$ cat config.mk
export PLATFORM = sky130hd
export DESIGN_NAME = logic_analyzer
export DESIGN_NICKNAME = d
export VERILOG_FILES = /design/src/la_pkg.sv /design/src/logic_analyzer.sv /design/src/la_sample_buffer.sv /design/src/la_fsm.sv /design/src/la_trigger.sv
export SDC_FILE = /design/constraint.sdc
export NUM_CORES = 1
export LEC_CHECK = 0
export BUFFER_PORTS_ARGS = -buffer_cell sky130_fd_sc_hd__buf_2
export CAP_MARGIN = 20
export CORE_MARGIN = 4
export CORE_UTILIZATION = 50
export CTS_CLUSTER_SIZE = 28
export DETAILED_ROUTE_END_ITERATION = 7
export MAX_ROUTING_LAYER = met4
export PLACE_DENSITY = 0.68
export SYNTH_ARGS = -nofsm -noshare
export SYNTH_HDL_FRONTEND = slang
export SYNTH_SLANG_ARGS = --single-unit
$ cat constraint.sdc
create_clock -name clk -period 8.2 [get_ports clk]
set_input_delay 0.82 -clock clk [delete_from_list [all_inputs] [get_ports clk]]
set_output_delay 0.82 -clock clk [all_outputs]
set_load 0.02 [all_outputs]
$ cat src/la_pkg.sv
package la_pkg;

    // register bus and probe widths
    typedef logic [15:0] bus_addr_t;
    typedef logic [15:0] bus_data_t;
    typedef logic [15:0] sample_t;
    typedef logic signed [15:0] loc_t;

    // samples held by one full capture
    localparam int SAMPLE_DEPTH = 64;

    // count has to reach SAMPLE_DEPTH itself, pointers only index it
    typedef logic [$clog2(SAMPLE_DEPTH + 1) - 1:0] fill_t;
    typedef logic [$clog2(SAMPLE_DEPTH) - 1:0] buf_ptr_t;

    typedef enum logic [3:0] {
        CAP_IDLE        = 4'd0,
        CAP_START       = 4'd1,
        CAP_MOVE        = 4'd2,
        CAP_IN_POSITION = 4'd3,
        CAP_FILLING     = 4'd4,
        CAP_FILLED      = 4'd5
    } cap_state_t;

    typedef enum logic [1:0] {
        TRIG_OFF    = 2'd0,
        TRIG_MATCH  = 2'd1,
        TRIG_CHANGE = 2'd2
    } trig_mode_t;

    // register map, one word per register
    localparam bus_addr_t TRIG_MODE_ADDR       = 16'd0;
    localparam bus_addr_t TRIG_VALUE_ADDR      = 16'd1;
    localparam bus_addr_t TRIG_MASK_ADDR       = 16'd2;
    localparam bus_addr_t CAP_STATE_ADDR       = 16'd3;
    localparam bus_addr_t CAP_TRIG_LOC_ADDR    = 16'd4;
    localparam bus_addr_t CAP_PRESENT_LOC_ADDR = 16'd5;
    localparam bus_addr_t BUF_SIZE_ADDR        = 16'd6;
    localparam bus_addr_t BUF_DATA_ADDR        = 16'd7;

endpackage
$ cat src/logic_analyzer.sv
`timescale 1ns/1ps

module logic_analyzer import la_pkg::*; (
    input  logic      clk,
    input  logic      rst_i,
    input  sample_t   probe_i,

    // host side of the register bus
    input  bus_addr_t addr_i,
    input  bus_data_t wdata_i,
    input  logic      rw_i,
    input  logic      valid_i,

    output bus_addr_t addr_o,
    output bus_data_t wdata_o,
    output bus_data_t rdata_o,
    output logic      rw_o,
    output logic      valid_o
);

    // trigger to fsm bus stage
    bus_addr_t tf_addr;
    bus_data_t tf_wdata;
    bus_data_t tf_rdata;
    logic      tf_rw;
    logic      tf_valid;

    // fsm to buffer bus stage
    bus_addr_t fb_addr;
    bus_data_t fb_wdata;
    bus_data_t fb_rdata;
    logic      fb_rw;
    logic      fb_valid;

    sample_t   sample;
    logic      trig;
    logic      buf_acquire;
    logic      buf_pop;
    logic      buf_clear;
    fill_t     fill;

    la_trigger u_trigger (
        .clk      (clk),
        .rst_i    (rst_i),
        .probe_i  (probe_i),
        .addr_i   (addr_i),
        .wdata_i  (wdata_i),
        .rdata_i  ('0),
        .rw_i     (rw_i),
        .valid_i  (valid_i),
        .addr_o   (tf_addr),
        .wdata_o  (tf_wdata),
        .rdata_o  (tf_rdata),
        .rw_o     (tf_rw),
        .valid_o  (tf_valid),
        .sample_o (sample),
        .trig_o   (trig)
    );

    la_fsm u_fsm (
        .clk           (clk),
        .rst_i         (rst_i),
        .trig_i        (trig),
        .fill_i        (fill),
        .addr_i        (tf_addr),
        .wdata_i       (tf_wdata),
        .rdata_i       (tf_rdata),
        .rw_i          (tf_rw),
        .valid_i       (tf_valid),
        .addr_o        (fb_addr),
        .wdata_o       (fb_wdata),
        .rdata_o       (fb_rdata),
        .rw_o          (fb_rw),
        .valid_o       (fb_valid),
        .buf_acquire_o (buf_acquire),
        .buf_pop_o     (buf_pop),
        .buf_clear_o   (buf_clear)
    );

    la_sample_buffer u_buffer (
        .clk       (clk),
        .rst_i     (rst_i),
        .sample_i  (sample),
        .acquire_i (buf_acquire),
        .pop_i     (buf_pop),
        .clear_i   (buf_clear),
        .addr_i    (fb_addr),
        .wdata_i   (fb_wdata),
        .rdata_i   (fb_rdata),
        .rw_i      (fb_rw),
        .valid_i   (fb_valid),
        .fill_o    (fill),
        .addr_o    (addr_o),
        .wdata_o   (wdata_o),
        .rdata_o   (rdata_o),
        .rw_o      (rw_o),
        .valid_o   (valid_o)
    );

endmodule

$ cat src/la_sample_buffer.sv
`timescale 1ns/1ps

module la_sample_buffer import la_pkg::*; (
    input  logic      clk,
    input  logic      rst_i,
    input  sample_t   sample_i,
    input  logic      acquire_i,
    input  logic      pop_i,
    input  logic      clear_i,

    // bus from the capture fsm
    input  bus_addr_t addr_i,
    input  bus_data_t wdata_i,
    input  bus_data_t rdata_i,
    input  logic      rw_i,
    input  logic      valid_i,

    output fill_t     fill_o,

    // bus towards the top-level outputs
    output bus_addr_t addr_o,
    output bus_data_t wdata_o,
    output bus_data_t rdata_o,
    output logic      rw_o,
    output logic      valid_o
);

    sample_t  mem [SAMPLE_DEPTH];
    buf_ptr_t wr_ptr;
    buf_ptr_t rd_ptr;
    fill_t    count;
    logic     bus_pop;
    logic     do_pop;
    logic     do_push;

    function automatic buf_ptr_t next_ptr(input buf_ptr_t ptr);
        if (ptr == buf_ptr_t'(SAMPLE_DEPTH - 1)) begin
            return '0;
        end
        return ptr + 1'b1;
    endfunction

    // host drains through reads of the data address
    assign bus_pop = valid_i && !rw_i && (addr_i == BUF_DATA_ADDR);

    // bus and fsm pop in the same cycle still remove one sample
    assign do_pop  = (pop_i || bus_pop) && (count != '0);
    // a pop in the same cycle makes room for the push
    assign do_push = acquire_i && ((count != fill_t'(SAMPLE_DEPTH)) || do_pop);

    assign fill_o = count;

    always_ff @(posedge clk) begin
        if (do_push) begin
            mem[wr_ptr] <= sample_i;
        end
    end

    always_ff @(posedge clk) begin
        if (rst_i || clear_i) begin
            wr_ptr <= '0;
            rd_ptr <= '0;
            count  <= '0;
        end else begin
            if (do_push) begin
                wr_ptr <= next_ptr(wr_ptr);
            end
            if (do_pop) begin
                rd_ptr <= next_ptr(rd_ptr);
            end
            case ({do_push, do_pop})
                2'b10:   count <= count + 1'b1;
                2'b01:   count <= count - 1'b1;
                default: count <= count;
            endcase
        end
    end

    always_ff @(posedge clk) begin
        if (rst_i) begin
            valid_o <= 1'b0;
        end else begin
            valid_o <= valid_i;
        end
    end

    // bus stage
    always_ff @(posedge clk) begin
        addr_o  <= addr_i;
        wdata_o <= wdata_i;
        rw_o    <= rw_i;
        rdata_o <= rdata_i;
        if (valid_i && !rw_i) begin
            case (addr_i)
                BUF_SIZE_ADDR: rdata_o <= bus_data_t'(count);
                BUF_DATA_ADDR: rdata_o <= mem[rd_ptr];
                default: ;
            endcase
        end
    end

endmodule

$ cat src/la_fsm.sv
`timescale 1ns/1ps

module la_fsm import la_pkg::*; (
    input  logic      clk,
    input  logic      rst_i,
    input  logic      trig_i,
    input  fill_t     fill_i,

    // bus from the trigger block
    input  bus_addr_t addr_i,
    input  bus_data_t wdata_i,
    input  bus_data_t rdata_i,
    input  logic      rw_i,
    input  logic      valid_i,

    // bus towards the sample buffer
    output bus_addr_t addr_o,
    output bus_data_t wdata_o,
    output bus_data_t rdata_o,
    output logic      rw_o,
    output logic      valid_o,

    // buffer commands
    output logic      buf_acquire_o,
    output logic      buf_pop_o,
    output logic      buf_clear_o
);

    cap_state_t state;
    loc_t       trig_loc;
    loc_t       present_loc;
    logic       move_step;

    // still short of the trigger location, keep buffering while stepping
    assign move_step = (trig_loc > 0) && (present_loc < trig_loc);

    always_comb begin
        buf_acquire_o = 1'b0;
        buf_pop_o     = 1'b0;
        buf_clear_o   = 1'b0;
        case (state)
            CAP_START: begin
                buf_clear_o = 1'b1;
            end
            CAP_MOVE: begin
                buf_acquire_o = move_step;
            end
            CAP_IN_POSITION: begin
                // push and pop together gives a sliding pre-trigger window
                buf_acquire_o = 1'b1;
                buf_pop_o     = 1'b1;
            end
            CAP_FILLING: begin
                buf_acquire_o = 1'b1;
            end
            default: ;
        endcase
    end

    always_ff @(posedge clk) begin
        if (rst_i) begin
            state       <= CAP_IDLE;
            trig_loc    <= '0;
            present_loc <= '0;
            valid_o     <= 1'b0;
        end else begin
            valid_o <= valid_i;

            case (state)
                CAP_IDLE, CAP_FILLED: begin
                    // waits here until the host writes the state again
                    present_loc <= (trig_loc < 0) ? trig_loc : loc_t'(0);
                end
                CAP_START: begin
                    state <= CAP_MOVE;
                end
                CAP_MOVE: begin
                    if (move_step) begin
                        present_loc <= present_loc + loc_t'(1);
                    end else begin
                        state <= CAP_IN_POSITION;
                    end
                end
                CAP_IN_POSITION: begin
                    if (trig_i) begin
                        state <= CAP_FILLING;
                    end
                end
                CAP_FILLING: begin
                    if (fill_i == fill_t'(SAMPLE_DEPTH)) begin
                        state <= CAP_FILLED;
                    end
                end
                default: begin
                    state <= CAP_IDLE;
                end
            endcase

            // host writes win over the machine's own update
            if (valid_i && rw_i) begin
                case (addr_i)
                    CAP_STATE_ADDR:       state <= cap_state_t'(wdata_i[3:0]);
                    CAP_TRIG_LOC_ADDR:    trig_loc <= loc_t'(wdata_i);
                    CAP_PRESENT_LOC_ADDR: present_loc <= loc_t'(wdata_i);
                    default: ;
                endcase
            end
        end
    end

    // bus stage
    always_ff @(posedge clk) begin
        addr_o  <= addr_i;
        wdata_o <= wdata_i;
        rw_o    <= rw_i;
        rdata_o <= rdata_i;
        if (valid_i && !rw_i) begin
            case (addr_i)
                CAP_STATE_ADDR:       rdata_o <= bus_data_t'(state);
                CAP_TRIG_LOC_ADDR:    rdata_o <= bus_data_t'(trig_loc);
                CAP_PRESENT_LOC_ADDR: rdata_o <= bus_data_t'(present_loc);
                default: ;
            endcase
        end
    end

endmodule

$ cat src/la_trigger.sv
`timescale 1ns/1ps

module la_trigger import la_pkg::*; (
    input  logic      clk,
    input  logic      rst_i,
    input  sample_t   probe_i,

    // bus from the host side
    input  bus_addr_t addr_i,
    input  bus_data_t wdata_i,
    input  bus_data_t rdata_i,
    input  logic      rw_i,
    input  logic      valid_i,

    // bus towards the capture fsm
    output bus_addr_t addr_o,
    output bus_data_t wdata_o,
    output bus_data_t rdata_o,
    output logic      rw_o,
    output logic      valid_o,

    output sample_t   sample_o,
    output logic      trig_o
);

    trig_mode_t mode;
    sample_t    value;
    sample_t    mask;
    sample_t    masked;
    sample_t    prev_masked;

    assign masked = sample_o & mask;

    // probe is registered once, the rest of the design sees sample_o
    always_ff @(posedge clk) begin
        sample_o    <= probe_i;
        prev_masked <= masked;
    end

    always_comb begin
        case (mode)
            TRIG_MATCH:  trig_o = (masked == (value & mask));
            TRIG_CHANGE: trig_o = (masked != prev_masked);
            default:     trig_o = 1'b0;
        endcase
    end

    // control registers and the bus valid
    always_ff @(posedge clk) begin
        if (rst_i) begin
            valid_o <= 1'b0;
            mode    <= TRIG_OFF;
            value   <= '0;
            mask    <= '1;
        end else begin
            valid_o <= valid_i;
            if (valid_i && rw_i) begin
                case (addr_i)
                    TRIG_MODE_ADDR:  mode <= trig_mode_t'(wdata_i[1:0]);
                    TRIG_VALUE_ADDR: value <= wdata_i;
                    TRIG_MASK_ADDR:  mask <= wdata_i;
                    default: ;
                endcase
            end
        end
    end

    // bus stage, read data replaced only for our own addresses
    always_ff @(posedge clk) begin
        addr_o  <= addr_i;
        wdata_o <= wdata_i;
        rw_o    <= rw_i;
        rdata_o <= rdata_i;
        if (valid_i && !rw_i) begin
            case (addr_i)
                TRIG_MODE_ADDR:  rdata_o <= bus_data_t'(mode);
                TRIG_VALUE_ADDR: rdata_o <= value;
                TRIG_MASK_ADDR:  rdata_o <= mask;
                default: ;
            endcase
        end
    end

endmodule

==> metrics.yaml <==
cts:
  cts_tree: "done"
  clk_pin_slew_ns: 0.06
  htreeDepth: 4
  cts_resized: 0
  clk_latency_ns: 0.73
  cts_setup_buffers: 0
  hold_buffers: 0
  cts_buffers: 134
  cts_root_buffer: "clkbuf_16"
  clock-sinks: 1301
  cts_buffer_depth: 3
logic_synthesis:
  post-synth-top-count-cell: "edfxtp_1"
  seq_area_frac_synth: 0.7398
  synth_area_leaders: "edfxtp_1 63%, mux4_2 15%, dfxtp_1 11%, nor2_1 1.0%, nand2_1 0.89%"
  ys_types: 74
  synthArstFlopShare: 0
  synth_edf_count: 1024
  yosys_warnings: 0
  syn_area_per_cell_sq_um: 19.30
  synth_area_sq_mm: 0.04906
  synth.top_cell.area_share: 0.6268
  syn_inst: 2542
  synth_top_area_cell: "edfxtp_1"
  syn_nets: 2620
  synth_common_cells: "1024 x edfxtp_1, 336 x mux4_2, 277 x dfxtp_1, 134 x nor2_1, 116 x nand2_1"
  synth_ff_type: "edfxtp_1"
  ys_ff_latch: 1301
worst_setup_path:
  worstSetupStartpoint: "u_fsm.trig_loc[7]$_SDFFE_PP0P_"
  cp_data_arrival_time_ns: 5.36
  cp_max_fo: 11
  setup.worst_path.start_class: "flip-flop"
  critPathRequiredTime_ns: 8.61
  critPathKind: "flip-flop to flip-flop"
  rr_startpoint: "u_fsm.trig_loc[7]$_SDFFE_PP0P_"
  end_kind: "flip-flop"
place:
  gp_congestion: 0.9245
  io_buffers: 101
  dp_hpwl_um: 75470
sta:
  slew_violations: 0
  slew_headroom: 0.2286
  worst_pin_slew_ns: 1.153
  fin_tns_setup_ns: 0
  setup_violations: 0
  max_clock_freq_ghz: 0.2019
  period_share: 0.6039
  period_minus_slack_ns: 4.952
  hold_viol_final: 0
  skew_ns: 0.03129
  rsz0062_at_grt: "false"
layout:
  final_util: 0.5748
  multi_input_area_sq_mm: 0.01213
  drive_gt1_frac: 0.2676
  area_delta_synth_final_pct: 13.64
  final_nets: 2836
  register_area_sq_mm: 0.03633
  nFillCells: 7167
grt:
  antenna_found_initial: 9
  grt_max_degree: 92
  grt_pass1_vias: 26050
  grt_pass1_wl_um: 178000
  grt_overflow: 0
  grtUsageTotal: 0.2447
floorplan:
  dieHeight_um: 321.2
  core_region_area_sq_mm: 0.09699
  die_w_um: 321.2
  fp-row-count: 114
  ioPinCount: 102
  fp.dieArea_sq_mm: 0.1032
  start_util: 0.5058
hold_path:
  min-delay-start: "probe_i[15]"
  hold_path_class: "input port to flip-flop"
routing:
  totalWireLength_um: 120600
  num_vias: 25520
  dr.pass1.iters: 6
  drc_errors: 0
  avgViaCountPerCell: 6.164
  drt-initial-drc-count: 2801
  postRouteAntennaNets: 0
  routedWlPerCell_um: 29.13
pwr:
  leakagePower_nw: 17.64
  p_per_area_mw_per_mm2: 236.3
  ir_drop_v: 0.0002413
status:
  status: "complete, no violations"
job:
  maxCapViolCount: 0
-- stage by stage --
stage / std cells / setup slack (ns) / hold WS, ns / total power, mW / instance area (sq um)
floorplan: 2542 / 4.083 / 0.3096 / 7.371 / 49060
global placement: 3891 / 3.345 / 0.3165 / 7.467 / 51450
detailed placement: 3896 / 3.292 / 0.3136 / 7.477 / 51490
CTS: 4136 / 3.281 / 0.1377 / 13.29 / 55710
global route: 4138 / 3.053 / 0.1522 / 13.59 / 55750
finish: 4140 / 3.248 / 0.1911 / 13.17 / 55750
-- layout make-up --
type,instances,area share
Antenna cell,2,0.00008977
Clock buffer,176,0.06502
Clock inverter,64,0.01071
Inverter,37,0.002491
Multi-Input combinational cell,1079,0.2175
Sequential cell,1301,0.6517
Tap cell,1276,0.02864
Timing Repair Buffer,205,0.02383
-- where the power goes --
part	internal [mW]	total (mW)	switching, mW
Clock	3.38	5.84	2.46
Combinational	0.0350	0.170	0.135
Sequential	7.14	7.16	0.0260
Total	10.6	13.2	2.62
-- layer usage --
layer,wire (um),global-route usage,vias up
li1,-,-,10690
met1,46730,0.3231,13380
met4,3429,0.07066,0
met5,0,-,-
met3,9371,0.03693,203
met2,61050,0.4014,1243
-- critical path, cell delays in order, from the launching register on --
cell      delay [ns]
dfxtp_1         0.40
inv_1           0.07
ha_1            0.31
a21oi_1         0.16
o21ai_0         0.12
a2111o_1        0.47
o311a_2         0.48
nor3_2          0.86
nand4_2         0.43
nor2_1          0.97
buf_4           0.36
-- placed cells by master (no fill, tap or decap), types with 16 or more instances in the layout --
| cell type | instances |
|---|---|
| nand2_1 | 116 |
| nor2_1 | 134 |
| edfxtp_1 | 1024 |
| clkbuf_1 | 34 |
| a22oi_1 | 40 |
| dfxtp_1 | 256 |
| inv_1 | 37 |
| xnor2_1 | 27 |
| mux2i_1 | 17 |
| nand3_1 | 29 |
| and2_1 | 19 |
| a211o_1 | 18 |
| clkinv_1 | 20 |
| a21oi_1 | 63 |
| clkinv_2 | 19 |
| buf_2 | 102 |
| o21ai_0 | 34 |
| clkbuf_16 | 137 |
| nor3_1 | 17 |
| nor4_1 | 16 |
| nor2b_1 | 24 |
| xor2_1 | 24 |
| ha_1 | 25 |
| dfxtp_2 | 16 |
| buf_4 | 100 |
| mux4_2 | 336 |
-- sequential cells by signal, indices dropped and copies added, names as in the netlist, 2 cells and up, named ones only --
register,flops
u_trigger.wdata_o,16
u_buffer.mem,1024
u_trigger.sample_o,16
u_buffer.rdata_o,16
u_fsm.wdata_o,16
u_trigger.addr_o,16
u_buffer.wdata_o,16
u_buffer.rd_ptr,6
u_fsm.trig_loc,16
u_trigger.mask,16
u_trigger.prev_masked,16
u_fsm.addr_o,16
u_fsm.rdata_o,16
u_fsm.state,4
u_trigger.rdata_o,16
u_fsm.present_loc,16
u_buffer.wr_ptr,6
u_buffer.fill_o,7
u_trigger.value,16
u_trigger.mode,2
u_buffer.addr_o,16
-- cell families (layout without fill, tap and decap cells) --
family | count (synthesis) | after routing | share of synthesized area
AO/OA/AOI/OAI | 236 | 236 | 0.03356
adder cells (fa/ha/maj) | 26 | 26 | 0.006784
multiplexers | 353 | 353 | 0.1577
buffers and inverters | 162 | 482 | 0.01334
flip-flops | 1301 | 1301 | 0.7398
other | 0 | 2 | 0
AND/OR/NAND/NOR | 413 | 413 | 0.03966
XOR/XNOR | 51 | 51 | 0.009105
-- worst paths after layout --
| check | end | slack (ns) | cells past startpoint |
|---|---|---|---|
| worst max register to register | u_buffer.mem[47][12]$_DFFE_PP_ | 3.25 | 10 |
| worst min register to register | u_buffer.wdata_o[13]$_DFF_P_ | 0.33 | 0 |
| worst max-delay path | u_buffer.mem[47][12]$_DFFE_PP_ | 3.25 | 10 |
| worst min-delay path | u_trigger.sample_o[15]$_DFF_P_ | 0.19 | 1 |
(Power assumes the default switching activity.)
